===== src/rtl/cpuPkg.sv =====
package cpuPkg;

  // datapath geometry
  localparam int dataWidth = 16;
  localparam int regAddrWidth = 4;
  localparam int numRegs = 16;

  // instruction field widths
  localparam int opWidth = 4;
  localparam int immWidth = 8;     // LLB/LHB immediate, src1 and src2 together
  localparam int shamtWidth = 4;   // shift amount taken from src2

  // saturation limits for ADD/SUB
  localparam logic [dataWidth-1:0] satPos = {1'b0, {(dataWidth - 1){1'b1}}};
  localparam logic [dataWidth-1:0] satNeg = {1'b1, {(dataWidth - 1){1'b0}}};

  // codes follow the full ISA, the slice only executes these
  typedef enum logic [opWidth-1:0] {
    ADD = 4'h0,
    SUB = 4'h1,
    XOR = 4'h2,
    SLL = 4'h4,
    SRA = 4'h5,
    ROR = 4'h6,
    LLB = 4'hA,
    LHB = 4'hB
  } opcode_t;

  typedef struct packed {
    opcode_t                 opcode;
    logic [regAddrWidth-1:0] dst;
    logic [regAddrWidth-1:0] src1;
    logic [regAddrWidth-1:0] src2;
  } instr_t;

  typedef struct packed {
    logic n;
    logic v;
    logic z;
  } flags_t;

  typedef struct packed {
    logic                    en;
    logic [regAddrWidth-1:0] addr;
    logic [dataWidth-1:0]    data;
  } wrBack_t;

endpackage


===== src/rtl/regFile.sv =====
`timescale 1ns/1ns

module regFile (
  input  logic                            clk,
  input  logic                            arstN,
  input  logic [cpuPkg::regAddrWidth-1:0] rdAddrA,
  input  logic [cpuPkg::regAddrWidth-1:0] rdAddrB,
  input  cpuPkg::wrBack_t                 wrBack,
  output logic [cpuPkg::dataWidth-1:0]    rdDataA,
  output logic [cpuPkg::dataWidth-1:0]    rdDataB
);
  import cpuPkg::*;

  // r0 has no storage
  logic [dataWidth-1:0] regs [1:numRegs-1];
  logic [numRegs-1:1]   wrSel;   // one-hot write wordlines, none for r0

  // write address decode, one comparator per wordline
  always_comb begin
    for (int i = 1; i < numRegs; i++) begin
      wrSel[i] = wrBack.en && (wrBack.addr == regAddrWidth'(i));
    end
  end

  always_ff @(posedge clk or negedge arstN) begin
    if (!arstN) begin
      for (int i = 1; i < numRegs; i++) begin
        regs[i] <= '0;
      end
    end else begin
      for (int i = 1; i < numRegs; i++) begin
        if (wrSel[i]) begin
          regs[i] <= wrBack.data;
        end
      end
    end
  end

  // read ports, both combinational
  assign rdDataA = (rdAddrA == '0) ? '0 : regs[rdAddrA];
  assign rdDataB = (rdAddrB == '0) ? '0 : regs[rdAddrB];

  wrSelOneHot: assert property (
    @(posedge clk) disable iff (!arstN)
    $onehot0(wrSel)
  ) else $error("regFile: more than one write enable at %0t", $time);

endmodule


===== src/rtl/flagReg.sv =====
`timescale 1ns/1ns

module flagReg (
  input  logic            clk,
  input  logic            arstN,
  input  logic            issue,
  input  cpuPkg::opcode_t op,
  input  cpuPkg::flags_t  aluFlags,
  output cpuPkg::flags_t  flags
);
  import cpuPkg::*;

  flags_t wrEn;   // one enable per flag, same layout

  always_comb begin
    wrEn = '0;
    if (issue) begin
      case (op)
        ADD, SUB: wrEn = '{n: 1'b1, v: 1'b1, z: 1'b1};
        XOR, SLL, SRA, ROR: wrEn.z = 1'b1;   // logic ops touch z only
        default: wrEn = '0;                   // byte loads keep all flags
      endcase
    end
  end

  always_ff @(posedge clk or negedge arstN) begin
    if (!arstN) begin
      flags <= '0;
    end else begin
      if (wrEn.n) begin
        flags.n <= aluFlags.n;
      end
      if (wrEn.v) begin
        flags.v <= aluFlags.v;
      end
      if (wrEn.z) begin
        flags.z <= aluFlags.z;
      end
    end
  end

  idleHoldsFlags: assert property (
    @(posedge clk) disable iff (!arstN)
    !issue |=> $stable(flags)
  ) else $error("flagReg: flags changed without issue at %0t", $time);

endmodule


===== src/rtl/alu.sv =====
`timescale 1ns/1ns

module alu (
  input  cpuPkg::instr_t               instr,
  input  logic [cpuPkg::dataWidth-1:0] opA,
  input  logic [cpuPkg::dataWidth-1:0] opB,
  output logic [cpuPkg::dataWidth-1:0] result,
  output cpuPkg::flags_t               aluFlags
);
  import cpuPkg::*;

  logic [dataWidth-1:0]        sum;
  logic [dataWidth-1:0]        diff;
  logic                        sumOvf;
  logic                        diffOvf;
  logic                        ovf;
  logic [shamtWidth-1:0]       shamt;
  logic [immWidth-1:0]         imm;
  logic [dataWidth-1:0]        sllOut;
  logic signed [dataWidth-1:0] sraOut;
  logic [2*dataWidth-1:0]      rotWide;

  // clamp on overflow, direction set by the sign of opA
  function automatic logic [dataWidth-1:0] saturate(
    input logic [dataWidth-1:0] raw,
    input logic                 overflow,
    input logic                 negA
  );
    logic [dataWidth-1:0] res;
    res = raw;
    if (overflow) begin
      res = negA ? satNeg : satPos;
    end
    return res;
  endfunction

  assign shamt = instr.src2;
  assign imm   = {instr.src1, instr.src2};

  assign sum  = opA + opB;
  assign diff = opA - opB;

  // signed overflow from operand and result signs
  assign sumOvf  = (opA[dataWidth-1] == opB[dataWidth-1]) &&
                   (sum[dataWidth-1] != opA[dataWidth-1]);
  assign diffOvf = (opA[dataWidth-1] != opB[dataWidth-1]) &&
                   (diff[dataWidth-1] != opA[dataWidth-1]);

  assign sllOut  = opA << shamt;
  assign sraOut  = $signed(opA) >>> shamt;   // sign fill
  assign rotWide = {opA, opA} >> shamt;      // low half is the rotate

  always_comb begin
    result = '0;
    ovf    = 1'b0;
    case (instr.opcode)
      ADD: begin
        result = saturate(sum, sumOvf, opA[dataWidth-1]);
        ovf    = sumOvf;
      end
      SUB: begin
        result = saturate(diff, diffOvf, opA[dataWidth-1]);
        ovf    = diffOvf;
      end
      XOR: result = opA ^ opB;
      SLL: result = sllOut;
      SRA: result = sraOut;
      ROR: result = rotWide[dataWidth-1:0];
      LLB: result = {opA[dataWidth-1:immWidth], imm};
      LHB: result = {imm, opA[immWidth-1:0]};
      default: result = '0;
    endcase
  end

  // v only meaningful for ADD/SUB, flagReg masks the rest
  assign aluFlags.n = result[dataWidth-1];
  assign aluFlags.v = ovf;
  assign aluFlags.z = (result == '0);

  always_comb begin
    opcodeKnown: assert ($isunknown(instr.opcode) ||
                         instr.opcode inside {ADD, SUB, XOR, SLL, SRA, ROR, LLB, LHB})
      else $error("alu: undefined opcode %h at %0t", instr.opcode, $time);
  end

endmodule


===== src/rtl/execCore.sv =====
`timescale 1ns/1ns

module execCore (
  input  logic                         clk,
  input  logic                         arstN,
  input  logic                         issue,
  input  cpuPkg::instr_t               instr,
  output logic [cpuPkg::dataWidth-1:0] result,
  output cpuPkg::flags_t               flags
);
  import cpuPkg::*;

  logic [regAddrWidth-1:0] rdAddrA;
  logic [regAddrWidth-1:0] rdAddrB;
  logic [dataWidth-1:0]    rdDataA;
  logic [dataWidth-1:0]    rdDataB;
  logic                    isByteLoad;
  flags_t                  aluFlags;
  wrBack_t                 wrBack;

  // byte loads merge into dst, so dst is read through port A
  assign isByteLoad = (instr.opcode == LLB) || (instr.opcode == LHB);
  assign rdAddrA    = isByteLoad ? instr.dst : instr.src1;
  assign rdAddrB    = instr.src2;

  // result lands at the next edge
  assign wrBack = '{en: issue, addr: instr.dst, data: result};

  regFile uRegFile (
    .clk     (clk),
    .arstN   (arstN),
    .rdAddrA (rdAddrA),
    .rdAddrB (rdAddrB),
    .wrBack  (wrBack),
    .rdDataA (rdDataA),
    .rdDataB (rdDataB)
  );

  alu uAlu (
    .instr    (instr),
    .opA      (rdDataA),
    .opB      (rdDataB),
    .result   (result),
    .aluFlags (aluFlags)
  );

  flagReg uFlagReg (
    .clk      (clk),
    .arstN    (arstN),
    .issue    (issue),
    .op       (instr.opcode),
    .aluFlags (aluFlags),
    .flags    (flags)
  );

  // decode and flag enables agree on byte loads
  byteLoadKeepsFlags: assert property (
    @(posedge clk) disable iff (!arstN)
    issue && isByteLoad |=> $stable(flags)
  ) else $error("execCore: byte load changed flags at %0t", $time);

endmodule


===== config.mk =====
export PLATFORM = sky130hd
export DESIGN_NAME = execCore
export DESIGN_NICKNAME = d
export VERILOG_FILES = /design/src/rtl/cpuPkg.sv /design/src/rtl/regFile.sv /design/src/rtl/flagReg.sv /design/src/rtl/alu.sv /design/src/rtl/execCore.sv
export SDC_FILE = /design/constraint.sdc
export NUM_CORES = 1
export LEC_CHECK = 0
export BUFFER_PORTS_ARGS = -buffer_cell sky130_fd_sc_hd__buf_4
export CORE_ASPECT_RATIO = 0.9
export CORE_UTILIZATION = 23
export DETAILED_ROUTE_END_ITERATION = 16
export PLACE_DENSITY = 0.45
export REMOVE_ABC_BUFFERS = 1
export SLEW_MARGIN = 20
export SYNTH_ARGS = -nofsm -noshare
export SYNTH_HDL_FRONTEND = slang
export SYNTH_SLANG_ARGS = --single-unit

===== constraint.sdc =====
create_clock -name clk -period 10.51 [get_ports clk]
set_input_delay 0.5255 -clock clk [delete_from_list [all_inputs] [get_ports clk]]
set_output_delay 0.5255 -clock clk [all_outputs]
set_load 0.005 [all_outputs]

==> impl_summary.log, run 1 <==
INFO  metric outcome = finished clean
INFO  metric holdCritPathClass = in2async
INFO  metric ys_types = 87
INFO  metric stdcell_area = 21,600 um^2
INFO  metric setup_slack = 1.12 ns
INFO  metric path_clk_slew = 0.06 ns
INFO  metric switching_share = 0.412
INFO  metric layout_worst_path_cycle_share = 0.894
INFO  metric numClockSinks = 243
INFO  metric ys_dominant_reg_cell = sky130_fd_sc_hd__dfrtp_1
INFO  metric achievable-frequency = 106 MHz
INFO  metric initial_utilization = 0.232
INFO  metric fin_nets = 2,154
INFO  metric layout_min_cycle_time = 9.39 ns
INFO  metric pwr-share-seq = 0.331
INFO  metric postSynthCellCount = 2,133
INFO  metric worst_ir_drop_vdd = 0.000123 V
INFO  metric synth.top_cell.area_share = 0.322
INFO  metric static-leakage-power = 8.77 nW
INFO  metric postSynth.asyncResetShare = 1.00
INFO  metric syn_avg_cell_area = 8.84 um^2
INFO  metric wire_per_inst = 29.8 um
INFO  metric via_per_inst = 5.68
INFO  metric remaining_drc_errors = 0
INFO  metric first_iter_violations = 2,076
INFO  metric io_buffers = 37
INFO  metric critical_path.most_common_cell = sky130_fd_sc_hd__buf_4
INFO  metric post-dp-hpwl = 69,800 um
INFO  metric crit_type = in2out
INFO  metric rsz_0062_raised_after_global_routing = false
INFO  metric synth.top_cells.by_area = sky130_fd_sc_hd__dfrtp_1 32%, sky130_fd_sc_hd__mux4_2 11%, sky130_fd_sc_hd__mux2i_1 6.0%
INFO  metric post_cts_hold_buffer_count = 0
INFO  metric timing.critical_path.required = 9.98 ns
INFO  metric detailroute.via_count = 18,072
INFO  metric drt_first_pass_iters = 6
INFO  metric cts-buffers-inserted = 30
INFO  metric crit_path_max_fanout = 24
INFO  metric multi_input_area = 11,800 um^2
INFO  metric core.rowCount = 99
INFO  metric gp_congestion = 1.01
INFO  metric grt_start_max_net_pins = 101
INFO  metric worstSetupEndpointType = output port
INFO  metric antenna_found_initial = 1
INFO  metric antenna_cells = 0
INFO  metric cp_data_arrival_time = 8.87 ns
INFO  metric design.die.area = 83,200 um^2
INFO  metric cts.repair.resized = 0
INFO  metric clock-root-buffer = sky130_fd_sc_hd__clkbuf_16
INFO  metric htreeDepth = 1
INFO  metric groute.usage.overall = 0.225
INFO  metric syn2layout_area_growth = 14.3%
INFO  metric tightest_slew = 1.29 ns
INFO  metric totalWireLength = 94,800 um
INFO  metric report.final.hold_viol_count = 0
INFO  metric drive_gt1_frac = 0.191
INFO  metric final_core_utilization = 0.266
INFO  metric preCtsSetupSlack = 1.10 ns
INFO  metric power.net_switching = 1.79 mW
INFO  metric regArea = 6080 um^2
INFO  metric post_dp_cell_area = 20,500 um^2
INFO  metric dieWidth = 304 um
INFO  metric synth-seq-cells = 243
INFO  metric sequential_element_share_of_the_synthesized_area = 0.322
INFO  metric share_clk_of_total_power = 0.257
INFO  metric combPwrFrac = 0.412
INFO  metric first_global_vias = 17,574
INFO  metric skew = 0.0245 ns
INFO  metric clock_insertion_delay_worst_skew = 0.59 ns
INFO  metric post-cts-setup-buffers = 0
INFO  metric antenna_violating_nets_post_route = 0
INFO  metric slew_violations = 0
INFO  metric synth_edf_count = 0
INFO  metric maxSlewHeadroom = 0.136
INFO  metric post-synth-top-area-cell = sky130_fd_sc_hd__dfrtp_1
INFO  metric crit_slowest_cell = sky130_fd_sc_hd__nor2_1
INFO  metric setup_viol_count_final = 0
INFO  metric intPower = 2.56 mW
INFO  metric power_density = 202 nW/um^2
INFO  metric cts_max_path_buffers = 3
INFO  metric grt_overflow_total = 0
INFO  metric die_height = 274 um
INFO  metric core_area = 81,100 um^2
INFO  metric drv.max_cap_violation_count = 0
INFO  metric holdWs = 0.0170 ns
INFO  metric ys.warnings.count = 0
INFO  metric final.setup.tns = 0 ns
INFO  metric setup.worst_path.start_class = primary input
INFO  metric global_route_wire_length_before_repair = 136,000 um
INFO  metric timing.critical_path.slowest_cell_delay = 0.76 ns
INFO  metric boundaryPins = 38
INFO  metric tritoncts = yes
INFO  metric nFillCells = 8,714
INFO  metric syn_area = 18,900 um^2
-- state kept, by name, summed over array words and instances, names as in the netlist --
name and cells:
uFlagReg.flags 3, uRegFile.regs 240
-- power groups by stage --
stage | Clock (mW) | Sequential [mW] | Combinational, mW
4_1_cts | 1.14 | 1.43 | 1.77
3_3_place_gp | 0 | 1.44 | 1.76
5_1_grt | 1.18 | 1.47 | 1.92
3_5_place_dp | 0 | 1.45 | 1.76
6_report | 1.12 | 1.44 | 1.79
2_1_floorplan | 0 | 1.34 | 1.08
-- layout by cell type, fill, tap and decap left out, types with 5 or more instances in the layout --
master                        n
sky130_fd_sc_hd__clkbuf_16   31
sky130_fd_sc_hd__o2111ai_1    6
sky130_fd_sc_hd__and2_1      11
sky130_fd_sc_hd__inv_1       77
sky130_fd_sc_hd__dfrtp_1    243
sky130_fd_sc_hd__buf_4      127
sky130_fd_sc_hd__ha_1        30
sky130_fd_sc_hd__or3_1        9
sky130_fd_sc_hd__o21a_1       6
sky130_fd_sc_hd__o221ai_1    14
sky130_fd_sc_hd__mux2_2      89
sky130_fd_sc_hd__a22oi_1      7
sky130_fd_sc_hd__or4_1        5
sky130_fd_sc_hd__o22ai_1     14
sky130_fd_sc_hd__nor2_2       8
sky130_fd_sc_hd__a21oi_1    197
sky130_fd_sc_hd__clkbuf_8    11
sky130_fd_sc_hd__o211ai_1    20
sky130_fd_sc_hd__nor2_1     192
sky130_fd_sc_hd__nor3_1      36
sky130_fd_sc_hd__nand4_1     29
sky130_fd_sc_hd__xnor2_1     16
sky130_fd_sc_hd__nor4_1      13
sky130_fd_sc_hd__inv_2        6
sky130_fd_sc_hd__o21ai_1      9
sky130_fd_sc_hd__o21ai_0    159
sky130_fd_sc_hd__a211o_1      7
sky130_fd_sc_hd__a21o_1       5
sky130_fd_sc_hd__a2111oi_0   33
sky130_fd_sc_hd__nor2b_1     11
sky130_fd_sc_hd__and3_1       9
sky130_fd_sc_hd__nand3b_1     6
sky130_fd_sc_hd__mux2i_1    113
sky130_fd_sc_hd__nand2b_1    30
sky130_fd_sc_hd__nand2_1    216
sky130_fd_sc_hd__a221oi_1    17
sky130_fd_sc_hd__nand3_1     49
sky130_fd_sc_hd__mux4_2      89
sky130_fd_sc_hd__a31oi_1     15
sky130_fd_sc_hd__a211oi_1    38
-- synth_stat cells (10+ instances only) --
cell                          n
sky130_fd_sc_hd__dfrtp_1    243
sky130_fd_sc_hd__nand4_1     29
sky130_fd_sc_hd__o221ai_1    14
sky130_fd_sc_hd__o21ai_1     10
sky130_fd_sc_hd__inv_1       79
sky130_fd_sc_hd__and2_1      11
sky130_fd_sc_hd__a31oi_1     15
sky130_fd_sc_hd__xnor2_1     16
sky130_fd_sc_hd__nand3_1     49
sky130_fd_sc_hd__a21oi_1    197
sky130_fd_sc_hd__buf_1       30
sky130_fd_sc_hd__nor3_1      37
sky130_fd_sc_hd__a2111oi_0   33
sky130_fd_sc_hd__nand2b_1    30
sky130_fd_sc_hd__a211oi_1    38
sky130_fd_sc_hd__mux4_2      89
sky130_fd_sc_hd__clkbuf_1   135
sky130_fd_sc_hd__nand2_1    216
sky130_fd_sc_hd__ha_1        30
sky130_fd_sc_hd__o22ai_1     14
sky130_fd_sc_hd__nor4_1      16
sky130_fd_sc_hd__nor2_1     202
sky130_fd_sc_hd__mux2i_1    114
sky130_fd_sc_hd__a221oi_1    17
sky130_fd_sc_hd__o211ai_1    20
sky130_fd_sc_hd__buf_2       19
sky130_fd_sc_hd__nor2b_1     11
sky130_fd_sc_hd__o21ai_0    159
sky130_fd_sc_hd__mux2_2      89
-- worst max-delay path, delay by kind of cell --
kind / cells / cell delay (ns)
AOI/OAI and AO/OA: 9 / 2.20
adders and majority gates: 2 / 1.16
buffers and inverters: 6 / 1.31
muxes: 1 / 0.10
and+or+nand+nor: 11 / 3.55
-- per-layer routing --
layer	share of wire	vias up	track usage	wire length [um]
met5	0.00021	-	0	20
met3	0.076	164	0.0383	7250
met2	0.45	815	0.357	42600
met1	0.44	9249	0.309	41600
met4	0.036	2	0.0740	3400
li1	-	7842	-	-
-- final timing paths --
path | startpoint | to | slack, ns | cells after the start
worst max register to register | uRegFile.regs[80]$_DFFE_PN0P_ | uFlagReg.flags[0]$_DFFE_PN0P_ | 2.29 | 29
max in group asynchronous | arstN | uRegFile.regs[145]$_DFFE_PN0P_ | 9.03 | 2
min in group clk | issue | uFlagReg.flags[2]$_DFFE_PN0P_ | 0.32 | 3
worst min-delay path | arstN | uRegFile.regs[202]$_DFFE_PN0P_ | 0.02 | 1
worst max-delay path | instr[14] | result[14] | 1.12 | 29
worst min register to register | uFlagReg.flags[2]$_DFFE_PN0P_ | uFlagReg.flags[2]$_DFFE_PN0P_ | 0.51 | 2
-- layout make-up --
class                   instances  area share
clock buffers                  46      0.0437
clock inverters                 8     0.00609
inverters                      86      0.0150
multi-input cells            1611       0.545
flip-flops and latches        243       0.282
well taps                    1060      0.0615
repair buffers                130      0.0467
-- cells by family (layout without fill, tap and decap cells) --
group / count (synthesis) / after routing / share of synthesized area
and+or+nand+nor: 659 / 659 / 0.163
xor gates and xnor gates: 20 / 20 / 0.00929
adders and majority gates: 33 / 33 / 0.0231
AOI/OAI and AO/OA: 604 / 604 / 0.200
buffers and inverters: 279 / 270 / 0.0598
DFF: 243 / 243 / 0.322
muxes: 295 / 295 / 0.222
-- through the flow --
stage,power (mW),cells
final,4.35,3184
after global placement,3.19,3129
after detailed placement,3.21,3129
after global routing,4.57,3184
after floorplan,2.42,1940
after CTS,4.34,3183
Power figures use the tool's default switching activity.
==> inputs of run 2 (changes only) <==
PLACE_DENSITY = 0.43   (was 0.45)
==> impl_summary.log, run 2 (synthesized netlist as in run 1, its figures left out) <==
INFO  metric drt_first_pass_iters = 6 (unchanged)
INFO  metric path_buf_inv = 5 (was 6)
INFO  metric setup_viol_count_final = 0 (unchanged)
INFO  metric grt_start_max_net_pins = 105 (was 101)
INFO  metric holdWs = -0.0557 ns (was 0.0170 ns)
INFO  metric intPower = 2.60 mW (was 2.56 mW)
INFO  metric design.die.area = 83,200 um^2 (unchanged)
INFO  metric core_area = 81,100 um^2 (unchanged)
INFO  metric max_flop_register = uRegFile.regs (unchanged)
INFO  metric post-cts-setup-buffers = 0 (unchanged)
INFO  metric groute.usage.overall = 0.220 (was 0.225)
INFO  metric first_iter_violations = 1,920 (was 2,076)
INFO  metric syn2layout_area_growth = 14.2% (was 14.3%)
INFO  metric boundaryPins = 38 (unchanged)
INFO  metric final_cells = 3,171 (was 3,184)
INFO  metric timing.critical_path.slowest_cell_delay = 0.98 ns (was 0.76 ns)
INFO  metric switching_share = 0.403 (was 0.412)
INFO  metric multi_input_area = 11,800 um^2 (about the same)
INFO  metric preCtsSetupSlack = 1.08 ns (was 1.10 ns)
INFO  metric fin_nets = 2,138 (was 2,154)
INFO  metric core.rowCount = 99 (unchanged)
INFO  metric cts-buffers-inserted = 31 (was 30)
INFO  metric final_core_utilization = 0.265 (was 0.266)
INFO  metric timing.critical_path.required = 9.98 ns (about the same)
INFO  metric tritoncts = yes (unchanged)
INFO  metric antenna_violating_nets_post_route = 0 (unchanged)
INFO  metric reg_top3 = uRegFile.regs: 240 flops, uFlagReg.flags: 3 flops (unchanged)
INFO  metric remaining_drc_errors = 0 (unchanged)
INFO  metric dieWidth = 304 um (unchanged)
INFO  metric ff2ff_setup_slack = 2.38 ns (was 2.29 ns)
INFO  metric initial_utilization = 0.232 (unchanged)
INFO  metric failed_checks = hold timing
INFO  metric htreeDepth = 1 (unchanged)
INFO  metric io_buffers = 37 (unchanged)
INFO  metric layout_commonest_cell = sky130_fd_sc_hd__dfrtp_1 (unchanged)
INFO  metric worst_path_dominant_cell_family = simple AND/OR/NAND/NOR gates (unchanged)
INFO  metric die_height = 274 um (unchanged)
INFO  metric maxSlewHeadroom = 0.208 (was 0.136)
INFO  metric antenna_found_initial = 1 (unchanged)
INFO  metric crit_path_max_fanout = 28 (was 24)
INFO  metric rsz_0062_raised_after_global_routing = false (unchanged)
INFO  metric layout_min_cycle_time = 9.67 ns (was 9.39 ns)
INFO  metric cts_max_path_buffers = 3 (unchanged)
INFO  metric setup.worst_path.start_class = primary input (unchanged)
INFO  metric crit_type = in2out (unchanged)
INFO  metric worstSetupEndpointType = output port (unchanged)
INFO  metric tightest_slew = 1.16 ns (was 1.29 ns)
INFO  metric post_dp_cell_area = 20,400 um^2 (was 20,500 um^2)
INFO  metric clock_insertion_delay_worst_skew = 0.59 ns (about the same)
INFO  metric drive_gt1_frac = 0.185 (was 0.191)
INFO  metric gp_congestion = 0.987 (was 1.01)
INFO  metric power_density = 202 nW/um^2 (about the same)
INFO  metric place.detailed.instances = 3,113 (was 3,129)
INFO  metric largest_register_ff_count = 240 (unchanged)
INFO  metric post-layout-total-power = 4.36 mW (was 4.35 mW)
INFO  metric power.net_switching = 1.76 mW (was 1.79 mW)
INFO  metric nFillCells = 8,683 (was 8,714)
INFO  metric most-common-layout-cells = 243 x sky130_fd_sc_hd__dfrtp_1, 216 x sky130_fd_sc_hd__nand2_1, 196 x sky130_fd_sc_hd__a21oi_1 (was 243 x sky130_fd_sc_hd__dfrtp_1, 216 x sky130_fd_sc_hd__nand2_1, 197 x sky130_fd_sc_hd__a21oi_1)
INFO  metric pwr-share-seq = 0.328 (was 0.331)
INFO  metric post_cts_hold_buffer_count = 0 (unchanged)
INFO  metric global_route_wire_length_before_repair = 134,000 um (was 136,000 um)
INFO  metric holdCritPathClass = in2async (unchanged)
INFO  metric drv.max_cap_violation_count = 0 (unchanged)
INFO  metric critical_path.most_common_cell = sky130_fd_sc_hd__buf_4 (unchanged)
INFO  metric cp_data_arrival_time = 9.14 ns (was 8.87 ns)
INFO  metric post-dp-hpwl = 66,500 um (was 69,800 um)
INFO  metric stdcell_area = 21,500 um^2 (was 21,600 um^2)
INFO  metric skew = 0.0343 ns (was 0.0245 ns)
INFO  metric cts.repair.resized = 0 (unchanged)
INFO  metric via_per_inst = 5.73 (was 5.68)
INFO  metric numClockSinks = 243 (unchanged)
INFO  metric static-leakage-power = 8.72 nW (was 8.77 nW)
INFO  metric totalWireLength = 93,300 um (was 94,800 um)
INFO  metric grt_overflow_total = 0 (unchanged)
INFO  metric path_clk_slew = 0.06 ns (about the same)
INFO  metric worst_ir_drop_vdd = 0.000122 V (was 0.000123 V)
INFO  metric detailroute.via_count = 18,163 (was 18,072)
INFO  metric report.final.hold_viol_count = 28 (was 0)
INFO  metric wire_per_inst = 29.4 um (was 29.8 um)
INFO  metric setup_slack = 0.844 ns (was 1.12 ns)
INFO  metric achievable-frequency = 103 MHz (was 106 MHz)
INFO  metric slew_violations = 0 (unchanged)
INFO  metric outcome = complete, but fails checks (was finished clean)
INFO  metric regArea = 6080 um^2 (unchanged)
INFO  metric layout_worst_path_cycle_share = 0.920 (was 0.894)
INFO  metric combPwrFrac = 0.403 (was 0.412)
INFO  metric final.setup.tns = 0 ns (unchanged)
INFO  metric first_global_vias = 17,615 (was 17,574)
INFO  metric crit_slowest_cell = sky130_fd_sc_hd__nor4_1 (was sky130_fd_sc_hd__nor2_1)
INFO  metric clock-root-buffer = sky130_fd_sc_hd__clkbuf_16 (unchanged)
INFO  metric share_clk_of_total_power = 0.270 (was 0.257)
## run 2: final cells by class
class | instances | area share
Clock buffer | 46 | 0.0419
Sequential cell | 243 | 0.282
Timing Repair Buffer | 113 | 0.0418
Multi-Input combinational cell | 1611 | 0.547
Clock inverter | 11 | 0.0101
Antenna cell | 1 | 0.000116
Tap cell | 1060 | 0.0616
Inverter | 86 | 0.0150
## run 2: power groups by stage
stage	clock (mW)	sequential [mW]	combinational [mW]
CTS	1.20	1.42	1.73
finish	1.18	1.43	1.76
detailed placement	0	1.43	1.72
global placement	0	1.42	1.72
floorplan	0	1.34	1.08
global route	1.24	1.46	1.89
## run 2: final timing paths
path	startpoint	end	cells past startpoint
hold reg to reg	uFlagReg.flags[2]$_DFFE_PN0P_	uFlagReg.flags[2]$_DFFE_PN0P_	2
setup / recovery	instr[4]	result[14]	28
setup reg to reg	uRegFile.regs[32]$_DFFE_PN0P_	uFlagReg.flags[0]$_DFFE_PN0P_	30
min in group clk	issue	uFlagReg.flags[2]$_DFFE_PN0P_	3
hold / removal	arstN	uRegFile.regs[71]$_DFFE_PN0P_	1
max in group asynchronous	arstN	uRegFile.regs[179]$_DFFE_PN0P_	2
## run 2: layer usage
metal | GRT usage | routed length [um] | up-vias
li1 | - | - | 7806
met1 | 0.312 | 42100 | 9290
met2 | 0.340 | 40400 | 906
met3 | 0.0365 | 7610 | 161
met4 | 0.0683 | 3090 | 0
met5 | 0 | 0 | -
## run 2: worst reg2reg max path, delay by kind of cell (launching register included)
kind                       cells  cell delay (ns)
AOI/OAI and AO/OA             13             2.74
DFF                            1             0.39
adders and majority gates      2             0.84
buffers and inverters          4             0.59
and+or+nand+nor               11             3.46
==> inputs of run 3 (changes only) <==
MAX_ROUTING_LAYER = met4   (was unset)
==> impl_summary.log, run 3 (synthesized netlist as in run 1, its figures left out) <==
INFO  metric detailroute.via_count = 18,247 (was 18,163)
INFO  metric timing.critical_path.required = 9.98 ns (about the same)
INFO  metric setup_viol_count_final = 0 (unchanged)
INFO  metric worstSetupEndpointType = output port (unchanged)
INFO  metric fin_nets = 2,142 (was 2,138)
INFO  metric largest_register_ff_count = 240 (unchanged)
INFO  metric nFillCells = 8,586 (was 8,683)
INFO  metric switching_share = 0.417 (was 0.403)
INFO  metric global_route_wire_length_before_repair = 135,000 um (was 134,000 um)
INFO  metric cts.repair.resized = 0 (unchanged)
INFO  metric setup_slack = 1.06 ns (was 0.844 ns)
INFO  metric clock-root-buffer = sky130_fd_sc_hd__clkbuf_16 (unchanged)
INFO  metric tightest_slew = 1.14 ns (was 1.16 ns)
INFO  metric reg_top3 = uRegFile.regs: 240 flops, uFlagReg.flags: 3 flops (unchanged)
INFO  metric core.rowCount = 99 (unchanged)
INFO  metric via_per_inst = 5.75 (was 5.73)
INFO  metric crit_path_max_fanout = 26 (was 28)
INFO  metric final_core_utilization = 0.263 (was 0.265)
INFO  metric layout_min_cycle_time = 9.45 ns (was 9.67 ns)
INFO  metric power_density = 198 nW/um^2 (was 202 nW/um^2)
INFO  metric numClockSinks = 243 (unchanged)
INFO  metric initial_utilization = 0.232 (unchanged)
INFO  metric post-cts-setup-buffers = 0 (unchanged)
INFO  metric path_clk_slew = 0.05 ns (was 0.06 ns)
INFO  metric static-leakage-power = 8.65 nW (was 8.72 nW)
INFO  metric core_area = 81,100 um^2 (unchanged)
INFO  metric dieWidth = 304 um (unchanged)
INFO  metric grt_overflow_total = 0 (unchanged)
INFO  metric critical_path.most_common_cell = sky130_fd_sc_hd__buf_4 (unchanged)
INFO  metric pwr-share-seq = 0.339 (was 0.328)
INFO  metric layout_worst_path_cycle_share = 0.899 (was 0.920)
INFO  metric holdCritPathClass = in2async (unchanged)
INFO  metric post_cts_hold_buffer_count = 0 (unchanged)
INFO  metric groute.usage.overall = 0.229 (was 0.220)
INFO  metric boundaryPins = 38 (unchanged)
INFO  metric place.detailed.instances = 3,115 (was 3,113)
INFO  metric multi_input_area = 11,800 um^2 (about the same)
INFO  metric power.net_switching = 1.76 mW (about the same)
INFO  metric remaining_drc_errors = 0 (unchanged)
INFO  metric setup.worst_path.start_class = primary input (unchanged)
INFO  metric drv.max_cap_violation_count = 0 (unchanged)
INFO  metric drt_first_pass_iters = 5 (was 6)
INFO  metric syn2layout_area_growth = 13.3% (was 14.2%)
INFO  metric gp_congestion = 0.994 (was 0.987)
INFO  metric layout_commonest_cell = sky130_fd_sc_hd__dfrtp_1 (unchanged)
INFO  metric clock_insertion_delay_worst_skew = 0.60 ns (was 0.59 ns)
INFO  metric first_iter_violations = 2,388 (was 1,920)
INFO  metric holdWs = -0.00941 ns (was -0.0557 ns)
INFO  metric skew = 0.0182 ns (was 0.0343 ns)
INFO  metric post-dp-hpwl = 68,000 um (was 66,500 um)
INFO  metric first_global_vias = 17,305 (was 17,615)
INFO  metric antenna_found_initial = 3 (was 1)
INFO  metric worst_ir_drop_vdd = 0.000121 V (was 0.000122 V)
INFO  metric outcome = complete, but fails checks (unchanged)
INFO  metric most-common-layout-cells = 243 x sky130_fd_sc_hd__dfrtp_1, 216 x sky130_fd_sc_hd__nand2_1, 196 x sky130_fd_sc_hd__a21oi_1 (unchanged)
INFO  metric achievable-frequency = 106 MHz (was 103 MHz)
INFO  metric cts_max_path_buffers = 3 (unchanged)
INFO  metric tritoncts = yes (unchanged)
INFO  metric htreeDepth = 1 (unchanged)
INFO  metric grt_start_max_net_pins = 105 (unchanged)
INFO  metric regArea = 6080 um^2 (unchanged)
INFO  metric post_dp_cell_area = 20,400 um^2 (about the same)
INFO  metric report.final.hold_viol_count = 2 (was 28)
INFO  metric final.setup.tns = 0 ns (unchanged)
INFO  metric cp_data_arrival_time = 8.92 ns (was 9.14 ns)
INFO  metric share_clk_of_total_power = 0.242 (was 0.270)
INFO  metric maxSlewHeadroom = 0.237 (was 0.208)
INFO  metric antenna_violating_nets_post_route = 0 (unchanged)
INFO  metric combPwrFrac = 0.419 (was 0.403)
INFO  metric intPower = 2.46 mW (was 2.60 mW)
INFO  metric design.die.area = 83,200 um^2 (unchanged)
INFO  metric crit_slowest_cell = sky130_fd_sc_hd__or4_1 (was sky130_fd_sc_hd__nor4_1)
INFO  metric stdcell_area = 21,400 um^2 (was 21,500 um^2)
INFO  metric failed_checks = hold timing (unchanged)
INFO  metric io_buffers = 37 (unchanged)
INFO  metric drive_gt1_frac = 0.184 (was 0.185)
INFO  metric final_cells = 3,171 (unchanged)
INFO  metric preCtsSetupSlack = 0.886 ns (was 1.08 ns)
INFO  metric totalWireLength = 94,300 um (was 93,300 um)
INFO  metric wire_per_inst = 29.7 um (was 29.4 um)
INFO  metric die_height = 274 um (unchanged)
INFO  metric rsz_0062_raised_after_global_routing = false (unchanged)
INFO  metric slew_violations = 0 (unchanged)
INFO  metric max_flop_register = uRegFile.regs (unchanged)
INFO  metric crit_type = in2out (unchanged)
INFO  metric cts-buffers-inserted = 31 (unchanged)
INFO  metric timing.critical_path.slowest_cell_delay = 0.80 ns (was 0.98 ns)
[run 3: power by group through the flow]
stage	combinational (mW)	clock (mW)	sequential (mW)
detailed placement	1.74	0	1.44
CTS	1.75	1.05	1.42
global placement	1.74	0	1.43
finish	1.77	1.02	1.43
floorplan	1.08	0	1.34
global route	1.90	1.08	1.46
[run 3: worst max-delay path: cells and delay by family]
kind                     cells  cell delay [ns]
buffers and inverters        5             1.07
AO/OA/AOI/OAI               11             2.91
adder cells (fa/ha/maj)      2             0.83
multiplexers                 1             0.11
AND/OR/NAND/NOR             10             3.44
[run 3: final cells by class]
| class | instances | area share |
|---|---|---|
| Antenna cell | 3 | 0.000351 |
| Inverter | 86 | 0.0151 |
| Clock buffer | 44 | 0.0409 |
| Tap cell | 1060 | 0.0620 |
| Timing Repair Buffer | 117 | 0.0427 |
| Clock inverter | 7 | 0.00299 |
| Sequential cell | 243 | 0.284 |
| Multi-Input combinational cell | 1611 | 0.551 |
[run 3: worst paths after layout]
path                       slack (ns)                           start  depth (start not counted)                        endpoint
min                            -0.009                           arstN                          1  uRegFile.regs[139]$_DFFE_PN0P_
max                              1.06                       instr[13]                         29                      result[14]
max reg2reg                      2.42  uRegFile.regs[176]$_DFFE_PN0P_                         30   uFlagReg.flags[0]$_DFFE_PN0P_
max in group asynchronous        9.04                           arstN                          2  uRegFile.regs[195]$_DFFE_PN0P_
min in group clk                 0.38                           issue                          3   uFlagReg.flags[2]$_DFFE_PN0P_
min reg2reg                      0.49   uFlagReg.flags[2]$_DFFE_PN0P_                          2   uFlagReg.flags[2]$_DFFE_PN0P_
[run 3: through the flow]
| step | total power [mW] | hold WS, ns |
|---|---|---|
| after global placement | 3.17 | 0.478 |
| after CTS | 4.21 | 0.00948 |
| final | 4.23 | -0.00941 |
| after floorplan | 2.42 | 0.230 |
| after global routing | 4.44 | 0.0543 |
| after detailed placement | 3.17 | 0.482 |
[run 3: layer usage]
layer | vias up | routed length [um] | part of all wire | track usage
met1 | 9349 | 42300 | 0.45 | 0.317
met4 | 0 | 2770 | 0.029 | 0.0655
met2 | 936 | 41900 | 0.44 | 0.347
li1 | 7829 | - | - | -
met3 | 133 | 7380 | 0.078 | 0.0325
met5 | - | 0 | 0 | -
